===== config.mk =====
export PLATFORM = sky130hd
export DESIGN_NAME = video_timing
export DESIGN_NICKNAME = d
export VERILOG_FILES = /design/src/source/video_timing.sv
export SDC_FILE = /design/constraint.sdc
export NUM_CORES = 1
export LEC_CHECK = 0
export BUFFER_PORTS_ARGS = -buffer_cell sky130_fd_sc_hd__buf_2
export CAP_MARGIN = 40
export CORE_ASPECT_RATIO = 0.9
export CORE_MARGIN = 1.5
export CORE_UTILIZATION = 35
export DETAILED_ROUTE_END_ITERATION = 10
export GPL_ROUTABILITY_DRIVEN = 0
export GPL_TIMING_DRIVEN = 1
export PLACE_DENSITY = 0.53
export RECOVER_POWER = 25
export SYNTH_ARGS = -nofsm -noshare
export SYNTH_HDL_FRONTEND = slang
export SYNTH_SLANG_ARGS = --single-unit
export TNS_END_PERCENT = 20

===== constraint.sdc =====
create_clock -name clk_6m -period 3.15 [get_ports clk_6m]
set_input_delay 0.63 -clock clk_6m [delete_from_list [all_inputs] [get_ports clk_6m]]
set_output_delay 0.63 -clock clk_6m [all_outputs]
set_load 0.01 [all_outputs]

===== src/source/video_timing.sv =====
`timescale 1ns/1ps

module video_timing #(
	parameter int H_ACTIVE     = 256,
	parameter int H_TOTAL      = 384,
	parameter int H_SYNC_START = 280,
	parameter int H_SYNC_LEN   = 32,
	parameter int V_ACTIVE     = 224,
	parameter int V_TOTAL      = 264,
	parameter int V_SYNC_START = 240,
	parameter int V_SYNC_LEN   = 3
) (
	input  logic       clk_6m,
	input  logic       rst,
	output logic [8:0] hcount,
	output logic [8:0] vcount,
	output logic       line_end,
	output logic       frame_start,
	output logic       hsync_raw,
	output logic       vsync_raw,
	output logic       blank_raw
);

	//////////////////////////////////////////////////
	// Raster counters
	//////////////////////////////////////////////////

	// One pixel per clock, never stalls
	always_ff @(posedge clk_6m) begin
		if (!rst) begin
			hcount <= '0;
			vcount <= '0;
		end else if (line_end) begin
			hcount <= '0;
			// Wrap to the top after the last line
			if (vcount == 9'(V_TOTAL - 1))
				vcount <= '0;
			else
				vcount <= vcount + 9'd1;
		end else begin
			hcount <= hcount + 9'd1;
		end
	end

	//////////////////////////////////////////////////
	// Strobes and windows
	//////////////////////////////////////////////////

	// Last pixel clock of every line
	assign line_end    = (hcount == 9'(H_TOTAL - 1));
	// First pixel of line zero
	assign frame_start = (hcount == '0) && (vcount == '0);

	// Syncs active high
	assign hsync_raw = (hcount >= 9'(H_SYNC_START)) &&
		(hcount < 9'(H_SYNC_START + H_SYNC_LEN));
	assign vsync_raw = (vcount >= 9'(V_SYNC_START)) &&
		(vcount < 9'(V_SYNC_START + V_SYNC_LEN));

	// Either blank window
	assign blank_raw = (hcount >= 9'(H_ACTIVE)) || (vcount >= 9'(V_ACTIVE));

endmodule


# Word level (Yosys, flattened, before mapping)
# Index checks and enable logic that the tools add are counted.
dict set report word_totals {
  regBits 18
  output_inout_bits 23
}
dict set report classes {
  addsub 2
  magnitude_cmp 6
  n_eq_ne 2
  n_mux 1
  n_bitwise 1
  n_reduce_logical 7
}
# op count
set op_table {}
lappend op_table {{adder 9 x 1 -> 9 bit, second input constant} 2}
lappend op_table {{== test 9 bit, second input constant} 2}
lappend op_table {{>= comparator 9 x 8 -> 1 bit, second input constant} 2}
lappend op_table {{>= comparator 9 bit, second input constant} 2}
lappend op_table {{zero test 9 bit} 2}
lappend op_table {{less-than comparator 9 x 8 -> 1 bit, second input constant} 1}
lappend op_table {{less-than comparator 9 bit, second input constant} 1}
lappend op_table {{2-to-1 mux 9 bit} 1}
lappend op_table {{logical AND 1 bit} 3}
lappend op_table {{OR reduction 2 bit} 1}
lappend op_table {{logical OR 1 bit} 1}
lappend op_table {{inverter 1 bit} 1}

# Depth between registers and ports, before layout
dict set report depth {
  word_depth 2
  ltp_mapped 7
}

# Least setup slack after synthesis
# OpenSTA, ideal clock, no wires.
dict set report synth_path {
  path_type {register -> output}
  startpoint {register hcount[0]}
  endpoint {output port line_end}
  arrival_ps 1339
  required_time_ps 2520
  slack_ps 1181
  path_stages_with_launch 6
  cell_sequence {dfxtp_1 > ha_1 > nand4b_4 > or2_1 > buf_2 > inv_2}
}
dict set report synth_between {
  elab_chain_len 1
}
# item line_no
set synth_lines {}
lappend synth_lines {{start: declaration} 15} ;# output logic [8:0] hcount,
lappend synth_lines {{start signal: assignment} 41} ;# hcount <= hcount + 9'd1;
lappend synth_lines {{== test 9 bit} 50} ;# assign line_end = (hcount == 9'(H_TOTAL - 1));
lappend synth_lines {{end: declaration} 17} ;# output logic line_end,
# Every way passes these cells.

# Final worst setup path
# Same ends and word-level chain as after synthesis.

==> metrics <==
crit path kind flop to output port; vias 854; pin count of the biggest net entering global routing 12; min-delay src hcount[0]$_SDFF_PP0_; CTS max path bufs 2; CORE AREA roughly 0.0026 mm2; die area 0.00312 mm2; Layout Nets between 100 and 150; GRT met3 Usage between 4 and 5%; slew at the pin with the worst max-slew slack roughly 0.4 ns; Seq/Total Area, Yosys around 37%; M1 GR Usage roughly a fifth; Worst Path Required 2.52 ns; Unique masters post-synth 32; largest fanout on the critical path 8; Setup Viol. Count Final 0; yosys warns 0; area share of the largest cell type after synthesis between 30% and 40%; RSZ-0062 raised after global routing false; R2R depth 5; Synth Area in Simple Gates roughly 34%; Worst R2R Start hcount[0]$_SDFF_PP0_; PnR Total Power 0.373 mW; post-layout min period 2.62 ns; Initial DRT Pass Iterations 4; layout cells sized above 1 20.3%; number of clock buffers inserted by TritonCTS 3; Post-DP HPWL 1550 um; Final Max Tran Viols 0; Synth Area in Adders under 10%; f_max 0.381 GHz; final hold vios 0; CP Launch Type flop; Mapped Nets around 120; total track usage ~15%; met2 Track Usage GR 23.3%; clk_skew ~0.004 ns; worst-skew pair later-pin latency 0.29 ns; Detailed Route Iter0 Violations 15; number of global-route vias before repair about 770; GR peak layer met2; final WL between 2000 and 2500 um; # Post-CTS Setup Buffers 0; Synth Area in Compound Gates under 10%; CTS sink count 18; number of buffers added on ports 24; ys flop type dfxtp_1; first-pass GRT wire length around 3500 um; final worst path period share between 80 and 90%; Yosys reg bits 18; Die X slightly below 60 um; XOR/XNOR Fraction of Synth Area 11.6%; average footprint of a synthesized cell approximately 8.9 um2; Core Rows 17; cts hold-fix bufs 0; VDD IR max between 100 and 150 uV; CP startpoint hcount[0]$_SDFF_PP0_; Hold Path Stages 1; status complete, no violations; final antenna-violating net count 0; Async S/R FF share, synth 0%; H-Tree Depth 1; GRT overflow 0; worst hold path type flop to flop; per-cell routed wire length between 10 and 15 um; Pwr Density ~340 mW/mm2; CTS tree yes; cells after synthesis 110; largest family of logic cells by synthesized area simple AND/OR/NAND/NOR gates; residual DRC count 0; # diodes 0; initial antenna violation count 0; clk slew on worst S/H paths 0.10 ns; Slew Limit Headroom roughly three quarters; chip height 53.2 um; number of flops mapped to enable cells by yosys 0; largest area contributor in the netlist dfxtp_1; Layout area overhead 13.2%; post-route setup TNS 0 ns; Max Cap Viol 0; leak pwr approximately 0.43 nW; starting density of the core a little under two fifths; post_cts resized 0; io pins 25; clock root cell clkbuf_4; synth top area cells dfxtp_1 (37%), xnor2_1 (7.2%), nor2_1 (5.4%); Syn Std Cell Area roughly 1000 um2; Vias/cell 5.30; Worst setup EP type output port; multiplexer share of the synthesized area 0%; crit path DAT between 1.5 and 2 ns
[layout by cell type, fill, tap and decap left out, drive strengths merged]
| master | instances |
|---|---|
| nand3 | 8 |
| or3 | 1 |
| or2 | 1 |
| dfxtp | 18 |
| nand4b | 1 |
| clkbuf | 10 |
| ha | 4 |
| xnor2 | 8 |
| buf | 17 |
| a21boi | 4 |
| nor2b | 1 |
| nand2 | 8 |
| xor2 | 5 |
| or4 | 1 |
| nor4b | 1 |
| and3 | 1 |
| a21oi | 1 |
| nor4 | 6 |
| nand4 | 5 |
| nor3 | 5 |
| or4b | 1 |
| o21ai | 3 |
| and2 | 2 |
| nor2 | 14 |
| inv | 6 |
| a311o | 1 |
[critical path, stage by stage, from the launching register on]
cell and delay (ns):
dfxtp_1 0.40, ha_1 0.25, nand4b_1 0.36, or2_1 0.46, inv_2 0.10, buf_2 0.13
[synthesized netlist by cell type, types with 2 or more instances]
cell and n:
dfxtp_1 18, nor2_1 14, nand2_1 8, nand3_1 8
xnor2_1 8, inv_1 5, nor3_1 5, xor2_1 5
ha_1 4, nand4_1 4, nor4_2 4, a21boi_1 3
and2_1 2, buf_2 2, nor4_1 2, o21ai_0 2
[layer usage]
metal  wire, um  part of all wire [%]  vias up
li1           -                     -      430
met1       1070                    51      407
met2        955                    45       15
met3         77                   3.6        2
met4         14                  0.66        0
met5          0                     0        -
[area by class of cell]
| class | count | area, um2 |
|---|---|---|
| clock buffers | 3 | 22.5 |
| fillers | 285 | 1450 |
| inverters | 6 | 22.5 |
| repair buffers | 24 | 111 |
| well taps | 28 | 35.0 |
| multi-input cells | 82 | 556 |
| flip-flops and latches | 18 | 360 |
[through the flow]
stage               util, %  cells  setup WS (ns)  hold WS, ns  instance area (um2)
floorplan                 -    110           1.18        0.481                  978
global placement       43.4    158           1.12        0.457                 1110
detailed placement     43.4    158           1.05        0.467                 1110
CTS                    44.3    161          0.708        0.490                 1130
global route           43.4    161          0.382        0.515                 1110
finish                 43.4    161          0.527        0.483                 1110
[state kept, by name, summed over array words and instances, names as in the netlist]
name    count
hcount      9
vcount      9
[where the power goes]
| part | leakage [nW] | switching [mW] | total (mW) | internal (mW) |
|---|---|---|---|---|
| sequential | 0.146 | 0.00434 | 0.235 | 0.231 |
| clock | 0.0138 | 0.0698 | 0.114 | 0.0444 |
| combinational | 0.275 | 0.0144 | 0.0241 | 0.00971 |
| total | 0.435 | 0.0885 | 0.373 | 0.285 |
[kinds of logic after synthesis]
logic type,Yosys count
compound gates,9
xor+xnor,13
fa+ha+maj,4
buf+inv,10
flops,18
simple gates,56
[path summary, 6_finish.rpt]
check | endpoint | slack (ns)
worst max-delay path | line_end | 0.53
worst min-delay path | hcount[0]$_SDFF_PP0_ | 0.48
worst max register to register | vcount[5]$_SDFFE_PN0P_ | 1.24
worst min register to register | hcount[0]$_SDFF_PP0_ | 0.48
Note: power is estimated with default switching activity, not from simulation.
