`src/source/tilegen_pkg.sv`:
```
package tilegen_pkg;

	//////////////////////////////////////////////////
	// Widths
	//////////////////////////////////////////////////

	// Bits per pattern pixel
	localparam int PIX_W   = 4;
	// Palette bank per tile
	localparam int ATTR_W  = 4;
	// Colour index is attribute then pixel
	localparam int CIDX_W  = 8;
	// Per RGB channel
	localparam int COLOR_W = 8;
	// Tile code field
	localparam int CODE_W  = 12;
	// CPU byte address
	localparam int CPU_AW  = 13;

	//////////////////////////////////////////////////
	// Tile map geometry
	//////////////////////////////////////////////////

	localparam int MAP_COLS  = 32;
	localparam int MAP_ROWS  = 32;
	localparam int TILE_SIZE = 8;
	// Pixel row or column inside one tile
	localparam int TILE_BITS = $clog2(TILE_SIZE);

	// One map entry, written as two bytes and read as fields
	typedef union packed {
		// Low byte sits at the even CPU address
		logic [1:0][7:0] bytes;
		struct packed {
			logic [ATTR_W-1:0] attr;
			logic [CODE_W-1:0] code;
		} fields;
	} tile_entry_t;

	// Pattern table as a fixed rule instead of a ROM
	// Low nibble of code, XOR twice the row, plus the column
	function automatic logic [PIX_W-1:0] pattern_pixel(
		input logic [CODE_W-1:0]    code,
		input logic [TILE_BITS-1:0] row,
		input logic [TILE_BITS-1:0] col
	);
		// Result width wraps the sum modulo 16
		return (code[PIX_W-1:0] ^ (PIX_W'(row) << 1)) + PIX_W'(col);
	endfunction

endpackage
```
`src/source/line_buffer.sv`:
```
`timescale 1ns/1ps

module line_buffer #(
	parameter int H_ACTIVE = 256
) (
	input  logic                           clk_6m,
	input  logic                           rst,
	input  logic                           line_end,
	input  logic                           wr_en,
	input  logic [7:0]                     wr_x,
	input  logic [tilegen_pkg::CIDX_W-1:0] wr_cidx,
	input  logic [7:0]                     rd_x,
	output logic [tilegen_pkg::CIDX_W-1:0] rd_cidx
);

	import tilegen_pkg::*;

	// Two banks, one line each
	logic [CIDX_W-1:0] bank_mem [2][H_ACTIVE];

	// Front bank number
	logic front;

	//////////////////////////////////////////////////
	// Bank select
	//////////////////////////////////////////////////

	// Swap at the end of every line
	always_ff @(posedge clk_6m) begin
		if (!rst)
			front <= 1'b0;
		else if (line_end)
			front <= ~front;
	end

	//////////////////////////////////////////////////
	// Ports
	//////////////////////////////////////////////////

	// Fetcher fills the back bank
	always_ff @(posedge clk_6m) begin
		if (wr_en)
			bank_mem[~front][wr_x] <= wr_cidx;
	end

	// Display side reads the front bank
	// Data one cycle after rd_x
	always_ff @(posedge clk_6m) begin
		rd_cidx <= bank_mem[front][rd_x];
	end

endmodule

```
`config.mk`:
```
export PLATFORM = sky130hd
export DESIGN_NAME = line_buffer
export DESIGN_NICKNAME = d
export VERILOG_FILES = /design/src/source/tilegen_pkg.sv /design/src/source/line_buffer.sv
export SDC_FILE = /design/constraint.sdc
export NUM_CORES = 2
export LEC_CHECK = 0
export BUFFER_PORTS_ARGS = -buffer_cell sky130_fd_sc_hd__buf_2
export CELL_PAD_IN_SITES_DETAIL_PLACEMENT = 2
export CELL_PAD_IN_SITES_GLOBAL_PLACEMENT = 2
export CORE_UTILIZATION = 54
export DETAILED_ROUTE_END_ITERATION = 8
export PLACE_DENSITY = 0.95
export SYNTH_ARGS = -nofsm -noshare
export SYNTH_HDL_FRONTEND = slang
export SYNTH_SLANG_ARGS = --single-unit
```
`constraint.sdc`:
```
create_clock -name clk_6m -period 5.18 [get_ports clk_6m]
set_input_delay 0.259 -clock clk_6m [delete_from_list [all_inputs] [get_ports clk_6m]]
set_output_delay 0.259 -clock clk_6m [all_outputs]
set_load 0.02 [all_outputs]
```
==> impl_metrics.toml, run 1 <==
[place]
finalWeightedCongestion = 0.960
dp_hpwl_um = 505000
io_buffers = 35

[outcome]
failing_step = "3_5_place_dp"
status = "aborted with a tool error"
tool.error = "[ERROR DPL-0033] detailed placement checks failed during check placement."

[yosys]
yosys_warnings = 0
synth_cell_types = 51
seq_area_frac_synth = 0.770
syn_inst = 8102
synth_nets = 8130
synth_edf_count = 4096
synth_area_sq_um = 160000
syn_avg_cell_area_sq_um = 19.8
async_flop_share = 0
synth_top_cells_by_area = "edfxtp_1, mux4_2, mux2i_1"
yosysTopAreaCell = "edfxtp_1"
synth_ff_type = "edfxtp_1"
yosysTopAreaCellShare = 0.768
synth_seq_cells = 4106

[die]
row_count = 199
ios = 36
initial_core_util = 0.544
die_w_um = 546
die_h_um = 546
[through the flow]
stage | hold slack, ps | cell area [sq um] | setup WS, ps | std cells
global placement | 561 | 165000 | 742 | 11730
floorplan | 358 | 160000 | 2710 | 8102
[Yosys cell counts (48+ instances only)]
library cell and instances:
nor3_1 128, o22ai_1 170, nor2_1 605, mux4_2 654
o21ai_0 109, buf_2 83, a22oi_1 48, nand2_1 143
buf_4 64, mux2i_1 796, clkbuf_1 279, a21oi_1 178
edfxtp_1 4096, nand3_1 63, o221ai_1 365
[cell families after synthesis]
family	after synthesis	synth area share
buffers and inverters	519	0.0172
xor gates and xnor gates	1	0.0000547
muxes	1450	0.142
DFF	4106	0.770
and+or+nand+nor	1071	0.0288
AOI/OAI and AO/OA	955	0.0424
==> run 2, diff against run 1 <==
Settings changed: CELL_PAD_IN_SITES_DETAIL_PLACEMENT 2 to unset, CELL_PAD_IN_SITES_GLOBAL_PLACEMENT 2 to unset, CORE_UTILIZATION 54 to 40, PLACE_DENSITY 0.95 to unset, PLACE_DENSITY_LB_ADDON set to 0.15.
==> run 2 against run 1 <==
Compared with the run above:
- the flow now finishes without violations
- synthesized cell count unchanged
- synthesized area stayed put
==> impl_metrics.toml, run 2 <==
[outcome]
status = "completed"

[clock_tree]
clockRootBuffer = "clkbuf_16"
cts_tree = "yes"
clk_pin_slew_ps = 60
postCtsSetupBuffers = 0
h-tree-depth = 5
clk_latency_ps = 1000
cts.sinks = 4106
cts_buffers = 424
clockBufferDepth = 4

[power]
p_per_area_nw_per_um2 = 393
p_leak_nw = 54.8
ir_drop_mv = 0.289
finalPower_mw = 71.0

[global_routing]
antenna_found_initial = 29
grt_max_degree = 170
grt.total_usage = 0.222
first_global_vias = 82079
grt_pass1_wl_um = 635000
overflow = 0

[finish]
synthToLayoutAreaGrowth_pct = 13.0
largest_reg_flops = 4096
largestRegisters = "bank_mem x4096, rd_cidx x8, front x1"
fin_cells = 13922
drive_above_1_share = 0.181
final_common_cell = "edfxtp_1"
nFillCells = 33731
layout_common_cells = "edfxtp_1, mux2i_1, mux4_2, nor2_1, clkbuf_16"
top_register = "bank_mem"
fin_nets = 8343

[yosys]
async_flop_share = 0
synth_cell_types = 51
synth_area_sq_um = 160000
syn_inst = 8102
synthMostInstantiatedCell = "edfxtp_1"
seq_area_frac_synth = 0.770
synth_edf_count = 4096
synthTopCellsByCount = "edfxtp_1, mux2i_1, mux4_2, nor2_1, o221ai_1"
yosysTopAreaCellShare = 0.768
yosys_warnings = 0
synth_ff_type = "edfxtp_1"
syn_avg_cell_area_sq_um = 19.8
yosysTopAreaCell = "edfxtp_1"
synth_top_cells_by_area = "edfxtp_1, mux4_2, mux2i_1"
synth_seq_cells = 4106
synth_nets = 8130

[min_path]
hold_path.class = "in -> reg"
hold_start = "wr_x[2]"
min_path_cells = 4
min_to = "bank_mem[0][1338]"

[job]
drv_cap = 0

[die]
ios = 36
row_count = 231
coreArea_sq_um = 397000
die_w_um = 635
initial_core_util = 0.403
die_h_um = 635
dieArea_sq_um = 403000

[drt]
totalWireLength_um = 451000
drt_first_iter_violations = 9104
vias_per_cell = 5.89
ant_nets = 0
drc = 0
via_count = 81938
drt-pass1-iter-count = 6
routedWlPerCell_um = 32.4

[worst_setup_path]
cp-end-kind = "flip-flop"
crit_cells = 11
cp_data_arrival_time_ps = 5680
slowest_delay_ps = 1020
crit_buf_inv = 4
crit_chain = "buf_12 -> buf_12 -> buf_4 -> mux2i_1 -> o221ai_1 -> a21oi_1 -> nor4_1 -> o2111ai_1 -> nor4_1 -> buf_4 -> o2111a_1"
ff2ff_setup_slack_ps = 410
r2r-end = "rd_cidx[7]"
crit_slowest_cell = "nor4_1"
cp.required_ps = 6090
crit_family = "simple AND/OR/NAND/NOR gates"
r2r_cells = 11
worstPathMaxFanout = 23
start_kind = "flip-flop"
path_class = "reg -> reg"

[timing]
finalCritPeriodShare = 0.921
holdWs_ps = 104
fin_setup_tns_ps = 0
slew_headroom = 0.0770
setup_viol = 0
finalHoldViolCount = 0
finClkSkew_ps = 63.9
period_minus_slack_ps = 4770
max_clock_freq_mhz = 210
finalMaxSlewViolations = 0
rsz0062_at_grt = "false"
worstMarginPinSlew_ps = 1380
finalWorstSetupSlack_ps = 407

[place]
pre_cts_slack_ps = 466
dp_hpwl_um = 279000
dp.cells = 13115
finalWeightedCongestion = 0.866
io_buffers = 35
## run 2: cell counts after synthesis
Identical to the previous run, type by type.
## run 2: stage by stage
| stage | area [sq um] | utilization |
|---|---|---|
| after floorplan | 160000 | - |
| after detailed placement | 167000 | 0.421 |
| after CTS | 181000 | 0.455 |
| after global placement | 167000 | 0.421 |
| final | 181000 | 0.455 |
| after global routing | 181000 | 0.455 |
## run 2: cell families after synthesis
kind of cell | count (synthesis) | share of synthesized area
AO/OA/AOI/OAI | 955 | 0.0424
flip-flops | 4106 | 0.770
XOR/XNOR | 1 | 0.0000547
buffers and inverters | 519 | 0.0172
AND/OR/NAND/NOR | 1071 | 0.0288
multiplexers | 1450 | 0.142
## run 2: how the worst max path moves through the flow
stage                   start           endpoint  slack [ps]
finish              flip-flop         rd_cidx[7]         410
global route        flip-flop         rd_cidx[7]         280
CTS                 flip-flop         rd_cidx[7]         420
detailed placement  flip-flop         rd_cidx[7]         470
global placement    flip-flop         rd_cidx[4]        -700
floorplan             wr_x[3]  bank_mem[1][1848]        2710
## run 2: cell type report
type / instances / area (sq um) / area share
Multi-Input combinational cell: 3477 / 34300 / 0.190
Clock buffer: 513 / 11100 / 0.0616
Inverter: 6 / 30.0 / 0.000166
Clock inverter: 271 / 2390 / 0.0132
Tap cell: 5242 / 6560 / 0.0363
Timing Repair Buffer: 300 / 3140 / 0.0174
Antenna cell: 7 / 17.5 / 0.0000969
Sequential cell: 4106 / 123000 / 0.682
## run 2: power breakdown
part / leakage, nW / switching [mW] / internal (mW)
Combinational: 11.3 / 2.94 / 1.59
Clock: 6.61 / 13.0 / 16.9
Sequential: 36.9 / 0.0656 / 36.6
Total: 54.8 / 16.0 / 55.0
## run 2: worst register-to-register path: cells and delay by family, from the launching register on
| family | cells | cell delay [ps] |
|---|---|---|
| simple gates | 2 | 1560 |
| buf+inv | 4 | 1210 |
| compound gates | 4 | 1090 |
| flops | 1 | 670 |
| mux | 1 | 160 |
## run 2: timing repair
item | in CTS | in global routing
hold buffers | 16 | 0
endpoints found under the hold margin | 721 | 0
gates resized for setup | 0 | 0
## run 2: metal layers
metal	up-vias	wire, um	GRT usage
li1	34164	-	-
met1	44023	193000	0.316
met2	3112	213000	0.352
met3	623	31400	0.0366
met4	16	13900	0.0642
met5	-	106	0
Note: power is estimated with default switching activity, not from simulation.
